--- src/bflyPkg.sv ---
/*
 * Butterfly interconnect package
 * Port count, payload width and the flit and arbiter types shared by the
 * switchbox, the network and the crossbar top level.
 */
package bflyPkg;

  // Initiators and targets, one of each per port
  localparam int unsigned NumPorts = 4;

  // Width of an initiator or target index
  localparam int unsigned PortBits = $clog2(NumPorts);

  // Request write data and response read data
  localparam int unsigned DataWidth = 32;

  typedef logic [PortBits-1:0] portId_t;

  typedef logic [DataWidth-1:0] data_t;

  // Flit carried by both networks
  // route is the target index on requests, the initiator index on responses
  // src is the sender, used to return the response or report its origin
  typedef struct packed {
    portId_t route;
    portId_t src;
    data_t   data;
  } netFlit_t;

  // Round-robin state of a 2-input arbiter, naming the input that wins a tie
  typedef enum logic {
    PrioIn0 = 1'b0,
    PrioIn1 = 1'b1
  } rrPrio_e;

endpackage

--- src/bflyNet.sv ---
`timescale 1ns/1ps
/*
 * Two-stage 4x4 Radix-2 butterfly
 * Stage 0 routes on route bit 1, stage 1 on route bit 0, so every source
 * reaches every destination by exactly one path.
 */
module bflyNet #(
  // Bit s places spill registers on the outputs of stage s
  parameter logic [1:0] Spill = 2'b00
) (
  input  logic                                     clk_i,
  input  logic                                     rstN_i,
  // Source side
  input  logic [bflyPkg::NumPorts-1:0]              inValid_i,
  output logic [bflyPkg::NumPorts-1:0]              inReady_o,
  input  bflyPkg::netFlit_t [bflyPkg::NumPorts-1:0] inFlit_i,
  // Destination side
  output logic [bflyPkg::NumPorts-1:0]              outValid_o,
  input  logic [bflyPkg::NumPorts-1:0]              outReady_i,
  output bflyPkg::netFlit_t [bflyPkg::NumPorts-1:0] outFlit_o
);

  // Stage 0 outputs, indexed [switch][output]
  logic [1:0]              s0Valid [2];
  logic [1:0]              s0Ready [2];
  bflyPkg::netFlit_t [1:0] s0Flit [2];

  // Stage 1 inputs, indexed [switch][input]
  logic [1:0]              s1Valid [2];
  logic [1:0]              s1Ready [2];
  bflyPkg::netFlit_t [1:0] s1Flit [2];

  // Switch s serves ports 2s and 2s+1
  for (genvar s = 0; s < 2; s++) begin : genStage0
    bflySwitch #(
      .RouteBit(1),
      .Spill   (Spill[0])
    ) iSwitch (
      .clk_i     (clk_i),
      .rstN_i    (rstN_i),
      .inValid_i (inValid_i[2*s +: 2]),
      .inReady_o (inReady_o[2*s +: 2]),
      .inFlit_i  (inFlit_i[2*s +: 2]),
      .outValid_o(s0Valid[s]),
      .outReady_i(s0Ready[s]),
      .outFlit_o (s0Flit[s])
    );
  end

  // Shuffle: output o of stage 0 switch s feeds input s of stage 1 switch o
  for (genvar s = 0; s < 2; s++) begin : genShuffleSrc
    for (genvar o = 0; o < 2; o++) begin : genShuffleDst
      assign s1Valid[o][s] = s0Valid[s][o];
      assign s1Flit[o][s]  = s0Flit[s][o];
      assign s0Ready[s][o] = s1Ready[o][s];
    end
  end

  // Output p of switch o is network port 2o+p
  for (genvar o = 0; o < 2; o++) begin : genStage1
    bflySwitch #(
      .RouteBit(0),
      .Spill   (Spill[1])
    ) iSwitch (
      .clk_i     (clk_i),
      .rstN_i    (rstN_i),
      .inValid_i (s1Valid[o]),
      .inReady_o (s1Ready[o]),
      .inFlit_i  (s1Flit[o]),
      .outValid_o(outValid_o[2*o +: 2]),
      .outReady_i(outReady_i[2*o +: 2]),
      .outFlit_o (outFlit_o[2*o +: 2])
    );
  end

endmodule

--- src/bflySwitch.sv ---
`timescale 1ns/1ps
/*
 * Butterfly 2x2 switchbox
 * Each input picks an output by one bit of its route field. Every output has
 * its own round-robin arbiter and can be buffered by a one-entry spill register.
 */
module bflySwitch #(
  parameter int unsigned RouteBit = 0,
  parameter bit          Spill    = 1'b0
) (
  input  logic                    clk_i,
  input  logic                    rstN_i,
  // Input side
  input  logic [1:0]              inValid_i,
  output logic [1:0]              inReady_o,
  input  bflyPkg::netFlit_t [1:0] inFlit_i,
  // Output side
  output logic [1:0]              outValid_o,
  input  logic [1:0]              outReady_i,
  output bflyPkg::netFlit_t [1:0] outFlit_o
);

  // Output requested by each input
  logic [1:0] outSel;
  // One-hot grant of each output, indexed [output][input]
  logic [1:0] gnt [2];
  // Ready seen by the arbiter of each output
  logic [1:0] arbReady;

  assign outSel[0] = inFlit_i[0].route[RouteBit];
  assign outSel[1] = inFlit_i[1].route[RouteBit];

  // An input only ever requests one output, so at most one term is set
  for (genvar k = 0; k < 2; k++) begin : genInReady
    assign inReady_o[k] = (gnt[0][k] & arbReady[0]) | (gnt[1][k] & arbReady[1]);
  end

  for (genvar o = 0; o < 2; o++) begin : genOut
    logic [1:0]        req;
    logic              contest;
    logic              arbValid;
    logic              gntIdx;
    bflyPkg::netFlit_t arbFlit;
    bflyPkg::rrPrio_e  prioQ;
    logic              lockQ;
    logic              lockIdxQ;

    assign req[0]   = inValid_i[0] & (outSel[0] == 1'(o));
    assign req[1]   = inValid_i[1] & (outSel[1] == 1'(o));
    assign contest  = &req;
    assign arbValid = |req;

    // A flit that was offered and not taken keeps its grant, so the
    // output flit stays stable while it waits
    always_comb begin
      if (lockQ) begin
        gntIdx = lockIdxQ;
      end else if (contest) begin
        gntIdx = (prioQ == bflyPkg::PrioIn1);
      end else begin
        gntIdx = req[1];
      end
    end

    assign gnt[o]  = arbValid ? (2'b01 << gntIdx) : 2'b00;
    assign arbFlit = inFlit_i[gntIdx];

    always_ff @(posedge clk_i or negedge rstN_i) begin
      if (!rstN_i) begin
        prioQ <= bflyPkg::PrioIn0;
        lockQ <= 1'b0;
      end else begin
        lockQ <= arbValid & ~arbReady[o];
        // Winner of a contest yields the next tie to the other input
        if (contest && arbReady[o]) begin
          prioQ <= gntIdx ? bflyPkg::PrioIn0 : bflyPkg::PrioIn1;
        end
      end
    end

    always_ff @(posedge clk_i) begin
      lockIdxQ <= gntIdx;
    end

    if (Spill) begin : genSpill
      logic              fullQ;
      bflyPkg::netFlit_t dataQ;

      // Accept when empty or when the held flit leaves this cycle
      assign arbReady[o]   = ~fullQ | outReady_i[o];
      assign outValid_o[o] = fullQ;
      assign outFlit_o[o]  = dataQ;

      always_ff @(posedge clk_i or negedge rstN_i) begin
        if (!rstN_i) begin
          fullQ <= 1'b0;
        end else if (arbValid && arbReady[o]) begin
          fullQ <= 1'b1;
        end else if (outReady_i[o]) begin
          fullQ <= 1'b0;
        end
      end

      always_ff @(posedge clk_i) begin
        if (arbValid && arbReady[o]) begin
          dataQ <= arbFlit;
        end
      end
    end else begin : genBypass
      // Combinational path, no added latency
      assign arbReady[o]   = outReady_i[o];
      assign outValid_o[o] = arbValid;
      assign outFlit_o[o]  = arbFlit;
    end
  end

endmodule

--- src/bflyXbar.sv ---
`timescale 1ns/1ps
/*
 * Full-duplex 4x4 butterfly crossbar
 * A request network carries initiator requests to the targets and a
 * response network returns each answer to the initiator that asked.
 */
module bflyXbar #(
  parameter logic [1:0] SpillReq  = 2'b01,
  parameter logic [1:0] SpillResp = 2'b10
) (
  input  logic                                    clk_i,
  input  logic                                    rstN_i,
  // Initiator side
  input  logic [bflyPkg::NumPorts-1:0]             reqValid_i,
  output logic [bflyPkg::NumPorts-1:0]             reqReady_o,
  input  bflyPkg::portId_t [bflyPkg::NumPorts-1:0] reqTgt_i,
  input  bflyPkg::data_t [bflyPkg::NumPorts-1:0]   reqWdata_i,
  output logic [bflyPkg::NumPorts-1:0]             respValid_o,
  input  logic [bflyPkg::NumPorts-1:0]             respReady_i,
  output bflyPkg::data_t [bflyPkg::NumPorts-1:0]   respRdata_o,
  output bflyPkg::portId_t [bflyPkg::NumPorts-1:0] respTgt_o,
  // Target side
  output logic [bflyPkg::NumPorts-1:0]             reqValid_o,
  input  logic [bflyPkg::NumPorts-1:0]             reqReady_i,
  output bflyPkg::portId_t [bflyPkg::NumPorts-1:0] reqIni_o,
  output bflyPkg::data_t [bflyPkg::NumPorts-1:0]   reqWdata_o,
  input  logic [bflyPkg::NumPorts-1:0]             respValid_i,
  output logic [bflyPkg::NumPorts-1:0]             respReady_o,
  input  bflyPkg::portId_t [bflyPkg::NumPorts-1:0] respIni_i,
  input  bflyPkg::data_t [bflyPkg::NumPorts-1:0]   respRdata_i
);

  bflyPkg::netFlit_t [bflyPkg::NumPorts-1:0] reqInFlit;
  bflyPkg::netFlit_t [bflyPkg::NumPorts-1:0] reqOutFlit;
  bflyPkg::netFlit_t [bflyPkg::NumPorts-1:0] respInFlit;
  bflyPkg::netFlit_t [bflyPkg::NumPorts-1:0] respOutFlit;

  for (genvar p = 0; p < bflyPkg::NumPorts; p++) begin : genPorts
    // Requests enter at initiator p, routed by target index
    assign reqInFlit[p].route = reqTgt_i[p];
    assign reqInFlit[p].src   = bflyPkg::portId_t'(p);
    assign reqInFlit[p].data  = reqWdata_i[p];

    // Source of a delivered request is the issuing initiator
    assign reqIni_o[p]   = reqOutFlit[p].src;
    assign reqWdata_o[p] = reqOutFlit[p].data;

    // Responses enter at target p, routed back by initiator index
    assign respInFlit[p].route = respIni_i[p];
    assign respInFlit[p].src   = bflyPkg::portId_t'(p);
    assign respInFlit[p].data  = respRdata_i[p];

    assign respRdata_o[p] = respOutFlit[p].data;
    assign respTgt_o[p]   = respOutFlit[p].src;
  end

  bflyNet #(
    .Spill(SpillReq)
  ) iReqNet (
    .clk_i     (clk_i),
    .rstN_i    (rstN_i),
    .inValid_i (reqValid_i),
    .inReady_o (reqReady_o),
    .inFlit_i  (reqInFlit),
    .outValid_o(reqValid_o),
    .outReady_i(reqReady_i),
    .outFlit_o (reqOutFlit)
  );

  bflyNet #(
    .Spill(SpillResp)
  ) iRespNet (
    .clk_i     (clk_i),
    .rstN_i    (rstN_i),
    .inValid_i (respValid_i),
    .inReady_o (respReady_o),
    .inFlit_i  (respInFlit),
    .outValid_o(respValid_o),
    .outReady_i(respReady_i),
    .outFlit_o (respOutFlit)
  );

endmodule

--- config.mk ---
export PLATFORM = sky130hd
export DESIGN_NAME = bflyXbar
export DESIGN_NICKNAME = d
export VERILOG_FILES = /design/src/bflyPkg.sv /design/src/bflyNet.sv /design/src/bflySwitch.sv /design/src/bflyXbar.sv
export SDC_FILE = /design/constraint.sdc
export NUM_CORES = 1
export LEC_CHECK = 0
export BUFFER_PORTS_ARGS = -buffer_cell sky130_fd_sc_hd__clkbuf_2
export CORE_AREA = 2 2 224 226
export DETAILED_ROUTE_END_ITERATION = 16
export DIE_AREA = 0 0 226 228
export GPL_TIMING_DRIVEN = 0
export PLACE_DENSITY_LB_ADDON = 0.05
export SETUP_SLACK_MARGIN = 0.5
export SLEW_MARGIN = 10
export SYNTH_ARGS = -nofsm -noshare
export SYNTH_HDL_FRONTEND = slang
export SYNTH_SLANG_ARGS = --single-unit
export TNS_END_PERCENT = 30
--- constraint.sdc ---
create_clock -name clk_i -period 4.9 [get_ports clk_i]
set_input_delay 0.98 -clock clk_i [delete_from_list [all_inputs] [get_ports clk_i]]
set_output_delay 0.98 -clock clk_i [all_outputs]
set_load 0.01 [all_outputs]
==> Word-level counts from Yosys, hierarchy flattened <==
Cells that the tools add are included.
{ "word_totals": {"word_cells": 428, "regBits": 332, "in_bits": 290} }
{ "op_classes": {"n_bitwise": 144, "n_mux": 112, "shift": 16, "n_reduce_logical": 64, "order_cmp": 16} }
{ "ops": {"columns": ["operator", "n"], "rows": [
  ["$mux 35", 16],
  ["$mux 34", 16],
  ["$and 1x1->1", 80],
  ["$mux 1", 64],
  ["$not 1->1", 40],
  ["$lt 1x2->1 const B", 16],
  ["$mux 2", 16],
  ["$reduce_and 2->1", 16],
  ["$reduce_or 2->1", 16],
  ["$shl 1x1->2 const A", 16],
  ["$logic_and 1x1->1", 24],
  ["$or 1x1->1", 24],
  ["$reduce_bool 2->1", 8]
]} }

==> Longest topological paths before layout <==
Gate-level depths: netlist of the first run.
{ "logic_depth": {"ltp_word": 18, "depth_mapped": 8, "ltp_nobuf": 7} }

==> Hierarchy <==
Synthesis of the first run repeated with hierarchy kept, for this count alone.
{ "hier_totals": {"cells_unflattened": 1228, "area_unflattened_um2": 19333.5} }
{ "by_module_without_submodules": {"columns": ["mod", "area_per_inst_um2", "cells_each", "n_inst", "seq_area_each_um2"], "rows": [
  ["bflySwitch at iReqNet.genStage0[0].iSwitch ...", 3592.2, 192, 2, 2352.3],
  ["bflySwitch at iRespNet.genStage1[0].iSwitch ...", 3553.4, 193, 2, 2352.3],
  ["bflySwitch at iReqNet.genStage1[0].iSwitch ...", 1258.7, 114, 4, 140.1],
  ["bflyXbar", 7.5, 2, 1, 0.0]
]} }

==> Worst setup path after synthesis of the first run <==
Ideal clock, no wire load.
{ "synth_path": {"kind": "input -> output", "startpoint": "input port respValid_i[0] in the netlist's numbering", "endpoint": "output port respReady_o[2] in the netlist's numbering", "t_required_ps": 3920, "setup_slack_ps": 706, "stages": 7, "n_path_buf": 0, "arrival_ps": 3214, "cell_sequence": "nor3b_2 -> o41a_4 -> nand3_1 -> a21o_1 -> clkinv_1 -> a32oi_1 -> o32ai_1"} }
{ "synth_between": {"elab_chain_len": 17, "elab_cells_between_ends": 53, "cone_classes": "4 x shift; 20 x mux; 17 x bitwise; 12 x reduce/logical"} }
{ "synth_lines": {"columns": ["element", "line", "rtl"], "rows": [
  ["start: declaration", "bflyXbar.sv:27", "input logic [bflyPkg::NumPorts-1:0] respValid_i,"],
  ["$and 1x1->1", "bflySwitch.sv:48", "assign req[0] = inValid_i[0] & (outSel[0] == 1'(o));"],
  ["$reduce_and 2->1", "bflySwitch.sv:50", "assign contest = &req;"],
  ["$mux 1", "bflySwitch.sv:58", "end else if (contest) begin"],
  ["$mux 1", "bflySwitch.sv:56", "if (lockQ) begin"],
  ["$mux 35 (not written as such) (2 in a row)", "bflySwitch.sv:66", "assign arbFlit = inFlit_i[gntIdx];"],
  ["$not 1->1", "bflySwitch.sv:48", null],
  ["$and 1x1->1", "bflySwitch.sv:48", null],
  ["$reduce_and 2->1", "bflySwitch.sv:50", null],
  ["$mux 1", "bflySwitch.sv:58", null],
  ["$mux 1", "bflySwitch.sv:56", null],
  ["$shl 1x1->2", "bflySwitch.sv:65", "assign gnt[o] = arbValid ? (2'b01 << gntIdx) : 2'b00;"],
  ["$mux 2", "bflySwitch.sv:65", null],
  ["$and 1x1->1", "bflySwitch.sv:35", "assign inReady_o[k] = (gnt[0][k] & arbReady[0]) | (gnt[1][k] & arbReady[1]);"],
  ["$or 1x1->1", "bflySwitch.sv:35", null],
  ["$and 1x1->1", "bflySwitch.sv:35", null],
  ["$or 1x1->1 (*)", "bflySwitch.sv:35", null],
  ["end: declaration", "bflyXbar.sv:28", "output logic [bflyPkg::NumPorts-1:0] respReady_o,"]
]} }
Every way passes the cells marked *; elsewhere a longest branch is shown, timed or not. The select of a mux whose other input is x is not followed.

==> Worst setup path after layout of the first run <==
{ "layout_path": {"startpoint": "input port reqValid_i[0] in the netlist's numbering", "endpoint": "output port reqReady_o[1] in the netlist's numbering"} }
{ "layout_between": {"elab_chain_len": 8, "elab_cells_between_ends": 17, "cone_classes": "2 x shift; 6 x mux; 5 x bitwise; 4 x reduce/logical"} }
{ "layout_lines": {"columns": ["element", "line", "rtl"], "rows": [
  ["start: declaration", "bflyXbar.sv:14", "input logic [bflyPkg::NumPorts-1:0] reqValid_i,"],
  ["$and 1x1->1", "bflySwitch.sv:48", null],
  ["$reduce_and 2->1", "bflySwitch.sv:50", null],
  ["$mux 1", "bflySwitch.sv:58", null],
  ["$mux 1", "bflySwitch.sv:56", null],
  ["$shl 1x1->2", "bflySwitch.sv:65", null],
  ["$mux 2", "bflySwitch.sv:65", null],
  ["$and 1x1->1", "bflySwitch.sv:35", null],
  ["$or 1x1->1 (*)", "bflySwitch.sv:35", null],
  ["end: declaration", "bflyXbar.sv:15", "output logic [bflyPkg::NumPorts-1:0] reqReady_o,"]
]} }
Every way passes the cells marked *; elsewhere a longest branch is shown, timed or not.

==> results.md, run 1 <==
- Switching power: 4018 uW
- Clk_lat worst skew: 0.56 ns
- Sequential share of the synthesized area: 55.41%
- Synth top cells by count: nand2_1 (446), edfxtp_1 (272), mux2i_1 (261)
- Seq. cell area: 9489 um^2
- Area of the multi-input gates: 7156 um^2
- Die width: 226 um
- XOR/XNOR Fraction of Synth Area: 0%
- Cell area after layout: 22270 um^2
- Clk buf depth: 3
- Distinct cells, synth: 53
- Yosys warns: 0
- R2R Setup Slk: 1.84 ns
- Die area: 51530 um^2
- Count leader, synth: nand2_1
- Vias per cell: 4.977
- Mux share of post-synthesis cell area: 24.46%
- CTS Root Cell: clkbuf_16
- Drt wl/cell: 23.90 um
- Post-Synth Simple-Gate Area: 13.05%
- FFs w/ async S/R, synth: 12.20%
- Syn_nets: 1745
- Post-DRT Antenna Nets: 0
- Post-Synth Adder-Cell Area: 0%
- Max cap viols: 0
- Leak Pwr: 0.009809 uW
- Number of enable flip-flop cells after synthesis: 272
- Post-synth top area cell: edfxtp_1
- CP Class: in2out
- Element type at the critical path start: input pin
- R2R cell count: 6
- Total wire length: 66.66 mm
- Area of the core: 49350 um^2
- Io pins: 578
- Clock slew at reported path FFs: 0.05 ns
- Worst vdd ir: 223.0 uV
- RSZ-0062 raised after global routing: true
- Row Count: 82
- Gate power share: 38.7%
- PD cells: 497.3 nW/um^2
- Top-area cell type share of the netlist area: 47.69%
- CTS Buf Count: 41
- Ys flop type: edfxtp_1
- Switching part of the total: 36.29%
- CTS tree: done
- Worst-Margin Slew: 1.114 ns
- NumNets Final: 2373
- Clock skew: 0.01780 ns
- Synth Area in Compound Gates: 3.909%
- CP endpoint kind: output pin
- Clk pwr share: 25.1%
- Vias in the first global route: 14090
- First-pass GRT wire length: 94.99 mm
- Largest family of logic cells by synthesized area: multiplexers
- Final hold vios: 0
- Port Buffers: 577
- Initial antenna violation count: 12
- Sink Count: 328
- Starting DRC count in detailed routing: 700
- HP Class: reg2reg
- Hold EP: iReqNet.genStage1[1].iSwitch.genOut[1].prioQ
- CP Max Fanout: 10
- Worst slew margin: 25.71%
- Avg Synthesized Cell Area: 11.77 um^2
- FF-to-FF Start: iRespNet.genStage0[1].iSwitch.genOut[1].prioQ
- Tcrit/Tclk final: 88.22%
- Final Max Tran Viols: 0
- Synth area leaders: edfxtp_1 (48%), mux2i_1 (15%), nand2_1 (9.8%)
- Hold Crit Start: iReqNet.genStage1[1].iSwitch.genOut[1].prioQ
- Seq pwr share: 36.1%
- Layout cell share with drive strength beyond 1: 39.41%
- Post-DP Area: 21050 um^2
- Tmin final: 4.323 ns
- GR Util All Layers: 25.34%
- Hold Path Depth: 2
- Maximum level of the CTS H-tree: 2
- Final Setup Violations: 0
- Fillers: 4714
- 1st-pass router iterations: 4
- Largest net degree at the start of global routing: 41
- Yosys reg bits: 328
- Total setup buffers inserted after CTS: 0
- Gr ovfl total: 0
- Data required, critical path: 3.92 ns
- Internal power: 7055 uW
- Via count: 13880
- HPWL Detailed: 50.13 mm
- Setup TNS: 0 ns
- Gpl congestion: 0.8798
- Initial Utilization: 34.70%
- Die Y: 228 um
- Reg2reg end: iRespNet.genStage1[1].iSwitch.outFlit_o[23]
- Remaining DRCs: 0
- Area grow syn2layout: 30.04%
- Post-Syn Instances: 1455
- Crit path DAT: 3.34 ns
- Synth Cell Area: 17130 um^2
- Status: complete, no violations
- Max Clk Rate: 0.2313 GHz
cells by family (layout without fill, tap and decap cells):
logic type | count (synthesis) | count (layout)
buffers and inverters | 105 | 761
multiplexers | 401 | 401
flip-flops | 328 | 328
other | 0 | 6
AND/OR/NAND/NOR | 545 | 545
AO/OA/AOI/OAI | 76 | 76
what timing repair did:
| item | CTS | global route |
|---|---|---|
| pin swaps | 0 | 0 |
| gates resized for setup | 6 | 1 |
| hold buffers | 0 | 0 |
| endpoints found under the hold margin | 0 | 0 |
| endpoints found under the setup margin | 58 | 4 |
cells in the final DEF, fill, tap and decap left out, drive strengths merged, types with 3 or more instances in the layout:
cell      n
dfxtp    16
o311ai    4
nor2b    10
buf      47
a21o      3
nand2   446
clkinv   18
nand3    22
o41a      4
and3b     4
nand4     3
dfrtp    40
diode     6
o32ai     6
nand2b   14
edfxtp  272
a32oi     4
clkbuf  675
a21oi    10
o22ai     4
o31ai    12
and2     13
inv      20
mux2    140
nor2     23
o21ai    15
mux2i   261
nor3b     5
layout make-up:
class / instances / area share (%)
clock inverter: 14 / 0.3877
timing repair buffer: 585 / 13.69
multi-input combinational: 1022 / 32.13
clock buffer: 57 / 4.877
buffer: 80 / 2.034
inverter: 25 / 0.4270
antenna: 6 / 0.06742
tap: 672 / 3.776
sequential: 328 / 42.61
metrics by stage:
stage | total power (uW) | utilization, % | std cells | hold slack (ns) | setup slack [ns]
after floorplan | 6426 | - | 1455 | 0.4588 | 0.7056
after global placement | 8298 | 42.26 | 2704 | 0.4680 | -1.035
after detailed placement | 8377 | 42.65 | 2712 | 0.4891 | 0.1337
after CTS | 11220 | 45.09 | 2783 | 0.4986 | 0.4774
after global routing | 11620 | 45.12 | 2788 | 0.5180 | 0.4912
final | 11070 | 45.12 | 2789 | 0.4972 | 0.5773
power groups by stage:
stage	Sequential (uW)	Combinational (uW)	Clock, uW
2_1_floorplan	4090	2340	0
5_1_grt	4060	4610	2950
3_3_place_gp	4070	4230	0
4_1_cts	4000	4360	2850
3_5_place_dp	4050	4320	0
6_report	4000	4290	2780
state kept, by name, indices dropped and copies added, names as in the netlist:
register and cells:
iReqNet.genStage0.iSwitch.genOut.genSpill.fullQ 4, iReqNet.genStage0.iSwitch.genOut.lockIdxQ 4, iReqNet.genStage0.iSwitch.genOut.lockQ 4, iReqNet.genStage0.iSwitch.genOut.prioQ 4, iReqNet.genStage0.iSwitch.outFlit_o 136, iReqNet.genStage1.iSwitch.genOut.lockIdxQ 4
iReqNet.genStage1.iSwitch.genOut.lockQ 4, iReqNet.genStage1.iSwitch.genOut.prioQ 4, iRespNet.genStage0.iSwitch.genOut.lockIdxQ 4, iRespNet.genStage0.iSwitch.genOut.lockQ 4, iRespNet.genStage0.iSwitch.genOut.prioQ 4, iRespNet.genStage1.iSwitch.genOut.genSpill.fullQ 4
iRespNet.genStage1.iSwitch.genOut.lockIdxQ 4, iRespNet.genStage1.iSwitch.genOut.lockQ 4, iRespNet.genStage1.iSwitch.genOut.prioQ 4, iRespNet.genStage1.iSwitch.outFlit_o 136
layer usage:
layer,GRT usage (%),vias to the layer above,part of all wire (%)
met4,7.285,12,2.3
met2,44.48,485,50
met5,0,-,0.11
met3,9.145,96,9.5
li1,-,6480,-
met1,28.72,6809,38
worst max path at each step:
stage | slack (ns) | endpoint | startpoint | depth (start not counted)
final | 0.58 | reqReady_o[1] | reqValid_i[0] | 8
after floorplan | 0.71 | respReady_o[2] | respValid_i[0] | 7
after global placement | -1.04 | iRespNet.genStage1[0].iSwitch.outFlit_o[45] | respValid_i[0] | 6
after global routing | 0.49 | reqReady_o[1] | reqValid_i[0] | 8
after detailed placement | 0.13 | reqReady_o[1] | reqValid_i[0] | 8
after CTS | 0.48 | respReady_o[3] | respIni_i[5] | 8
worst max-delay path: stages:
cell and delay (ns):
clkbuf_2 0.09, nand2_1 0.20, nor2_1 0.11, o31ai_4 0.50
clkinv_1 0.49, clkbuf_1 0.48, o22ai_1 0.30, clkbuf_2 0.18
No activity file was read; power rests on OpenSTA's default activity.
==> run 2, diff against run 1 <==
--- a/config.mk
+++ b/config.mk
@@ -5,8 +5,10 @@
 export SDC_FILE = /design/constraint.sdc
 export NUM_CORES = 1
 export LEC_CHECK = 0
+export ABC_AREA = 1
 export BUFFER_PORTS_ARGS = -buffer_cell sky130_fd_sc_hd__clkbuf_2
 export CORE_AREA = 2 2 224 226
+export CTS_CLUSTER_DIAMETER = 40
 export DETAILED_ROUTE_END_ITERATION = 16
 export DIE_AREA = 0 0 226 228
 export GPL_TIMING_DRIVEN = 0
@@ -15,5 +17,6 @@
 export SLEW_MARGIN = 10
 export SYNTH_ARGS = -nofsm -noshare
 export SYNTH_HDL_FRONTEND = slang
+export SYNTH_HIERARCHICAL = 1
 export SYNTH_SLANG_ARGS = --single-unit
 export TNS_END_PERCENT = 30
==> run 2 against run 1 <==
  * Wire length rose by 33%
  * Core utilization rose by 7.7 points
  * Power increased by 23%
  * Register-to-register slack better by 0.55 ns
  * Fmax grew 1.7%
  * Non-clock buffer count increased by 146
  * Global-route usage is 8.3 points higher
  * Combinational power is 24% higher
==> results.md, run 2 <==
- Status: complete, no violations
- Fillers: 4768
- Worst-Margin Slew: 1.039 ns
- Via count: 21220
- Most frequent cells in the layout: nand2_1 (1268), nand3_1 (588), clkbuf_2 (577)
- Row Count: 82
- NumNets Final: 3568
- Die width: 226 um
- Pwr Total: 13660 uW
- Tmin final: 4.249 ns
- Post-place setup slack: -0.08476 ns
- Area grow syn2layout: 32.78%
- RSZ-0062 raised after global routing: false
- HPWL Detailed: 69.09 mm
- Final setup margin: 0.6511 ns
- Port Buffers: 577
- 1st-pass router iterations: 6
- Post-DRT Antenna Nets: 0
- Worst vdd ir: 367.5 uV
- Leak Pwr: 0.01352 uW
- Max FFs per register: 140
- Area of the core: 49350 um^2
- Avg Synthesized Cell Area: 7.597 um^2
- Largest net degree at the start of global routing: 41
- Vias in the first global route: 19890
- GR Util All Layers: 33.63%
- Commonest non-fill, non-tap cell in the layout: nand2_1
- Cells along the critical path: clkbuf_2 > nand2_1 > clkinv_1 > nand2_1 > nand2_1 > buf_4 > nand3_1 > nand2_1 > inv_2 > nand2_1 > a21oi_4 > buf_16 > nand3_1 > nand2_1 > inv_1 > nor2_2 > nand2_1 > nand2_1 > clkbuf_2
- CP peak stage delay: 0.20 ns
- Initial Utilization: 39.75%
- Layout cell share with drive strength beyond 1: 27.45%
- Drt wl/cell: 22.17 um
- CP Max Fanout: 19
- PD cells: 524.4 nW/um^2
- Tcrit/Tclk final: 86.71%
- CTS Buf Count: 61
- Hold Buf Count CTS: 0
- Remaining DRCs: 0
- Clk buf depth: 3
- Gr ovfl total: 0
- Vias per cell: 5.288
- Initial antenna violation count: 17
- Max cap viols: 0
- Clk_lat worst skew: 0.63 ns
- Element type at the critical path start: input pin
- Crit path DAT: 3.27 ns
- CTS Root Cell: clkbuf_16
- Data required, critical path: 3.92 ns
- Io pins: 578
- Final hold vios: 0
- Sink Count: 332
- Worst slew margin: 30.74%
- CP dominant cell by count: nand2_1
- Max Clk Rate: 0.2354 GHz
- CP endpoint kind: output pin
- Slowest cell on crit path: buf_4
- Gpl congestion: 0.9664
- Final Max Tran Viols: 0
- Final Setup Violations: 0
- CTS tree: done
- First-pass GRT wire length: 127.0 mm
- HP Class: reg2reg
- Clock slew at reported path FFs: 0.05 ns
- CP Class: in2out
- Finished Core Util: 52.78%
- Total wire length: 88.96 mm
- Post-Syn Instances: 2582
- Die area: 51530 um^2
- Clock skew: 0.02310 ns
- Synth Cell Area: 19620 um^2
- Starting DRC count in detailed routing: 1988
- Yosys warns: 6
- Maximum level of the CTS H-tree: 2
- Die Y: 228 um
## run 2: final timing paths
kind | startpoint | slack [ns] | end | depth (start not counted)
min | iRespNet/genStage0[0].iSwitch/genOut[0].prioQ | 0.50 | iRespNet/genStage0[0].iSwitch/genOut[0].prioQ | 2
min reg2reg | iRespNet/genStage0[0].iSwitch/genOut[0].prioQ | 0.50 | iRespNet/genStage0[0].iSwitch/genOut[0].prioQ | 2
min in group asynchronous | rstN_i | 0.53 | iReqNet/genStage1[0].iSwitch/genOut[0].prioQ | 1
max in group asynchronous | rstN_i | 3.71 | asynchronous set/reset pin | 1
max | respIni_i[1] | 0.65 | respReady_o[1] | 19
max reg2reg | flip-flop | 2.39 | iReqNet/genStage0[1].iSwitch/outFlit_o[7] | 13
## run 2: layer usage
metal | up-vias | wire length, um | GRT usage, %
met5 | - | 126 | 0
met2 | 1184 | 44560 | 59.90
met4 | 18 | 4261 | 14.82
li1 | 9853 | - | -
met1 | 9898 | 31580 | 37.94
met3 | 262 | 8438 | 8.050
## run 2: power by group
group / switching [uW] / internal [uW]
Combinational: 3490 / 1810
Clock: 1600 / 2670
Sequential: 254 / 3840
Total: 5340 / 8320
## run 2: timing repair
| item | in CTS | in global routing |
|---|---|---|
| gates cloned | 0 | 0 |
| pin swaps | 4 | 3 |
| endpoints found under the setup margin | 4 | 4 |
| buffers inserted | 4 | 12 |
| gates resized for setup | 9 | 19 |
## run 2: cell type report
| cell class | count | area, um^2 | share of cell area (%) |
|---|---|---|---|
| timing repair buffer | 603 | 3241 | 12.44 |
| clock buffer | 70 | 1622 | 6.226 |
| inverter | 72 | 277.8 | 1.066 |
| antenna | 10 | 25.02 | 0.09608 |
| multi-input combinational | 2000 | 8418 | 32.32 |
| sequential | 332 | 9609 | 36.89 |
| buffer | 208 | 1544 | 5.928 |
| clock inverter | 45 | 469.2 | 1.801 |
| tap | 672 | 840.8 | 3.228 |
## run 2: worst max-delay path, delay by kind of cell
kind / cells / cell delay [ns]
AOI/OAI and AO/OA: 1 / 0.20
and+or+nand+nor: 11 / 1.11
buffers and inverters: 7 / 0.98
## run 2: per-stage QoR
stage	std cells	hold WS, ns	setup TNS [ns]	area (um^2)
after detailed placement	3871	0.4829	-0.08476	23730
after CTS	3990	0.4981	0	25880
final	4012	0.4966	0	26050
after floorplan	2612	0.4598	0	19740
after global routing	4006	0.5254	0	26030
after global placement	3861	0.4760	-32.85	23470
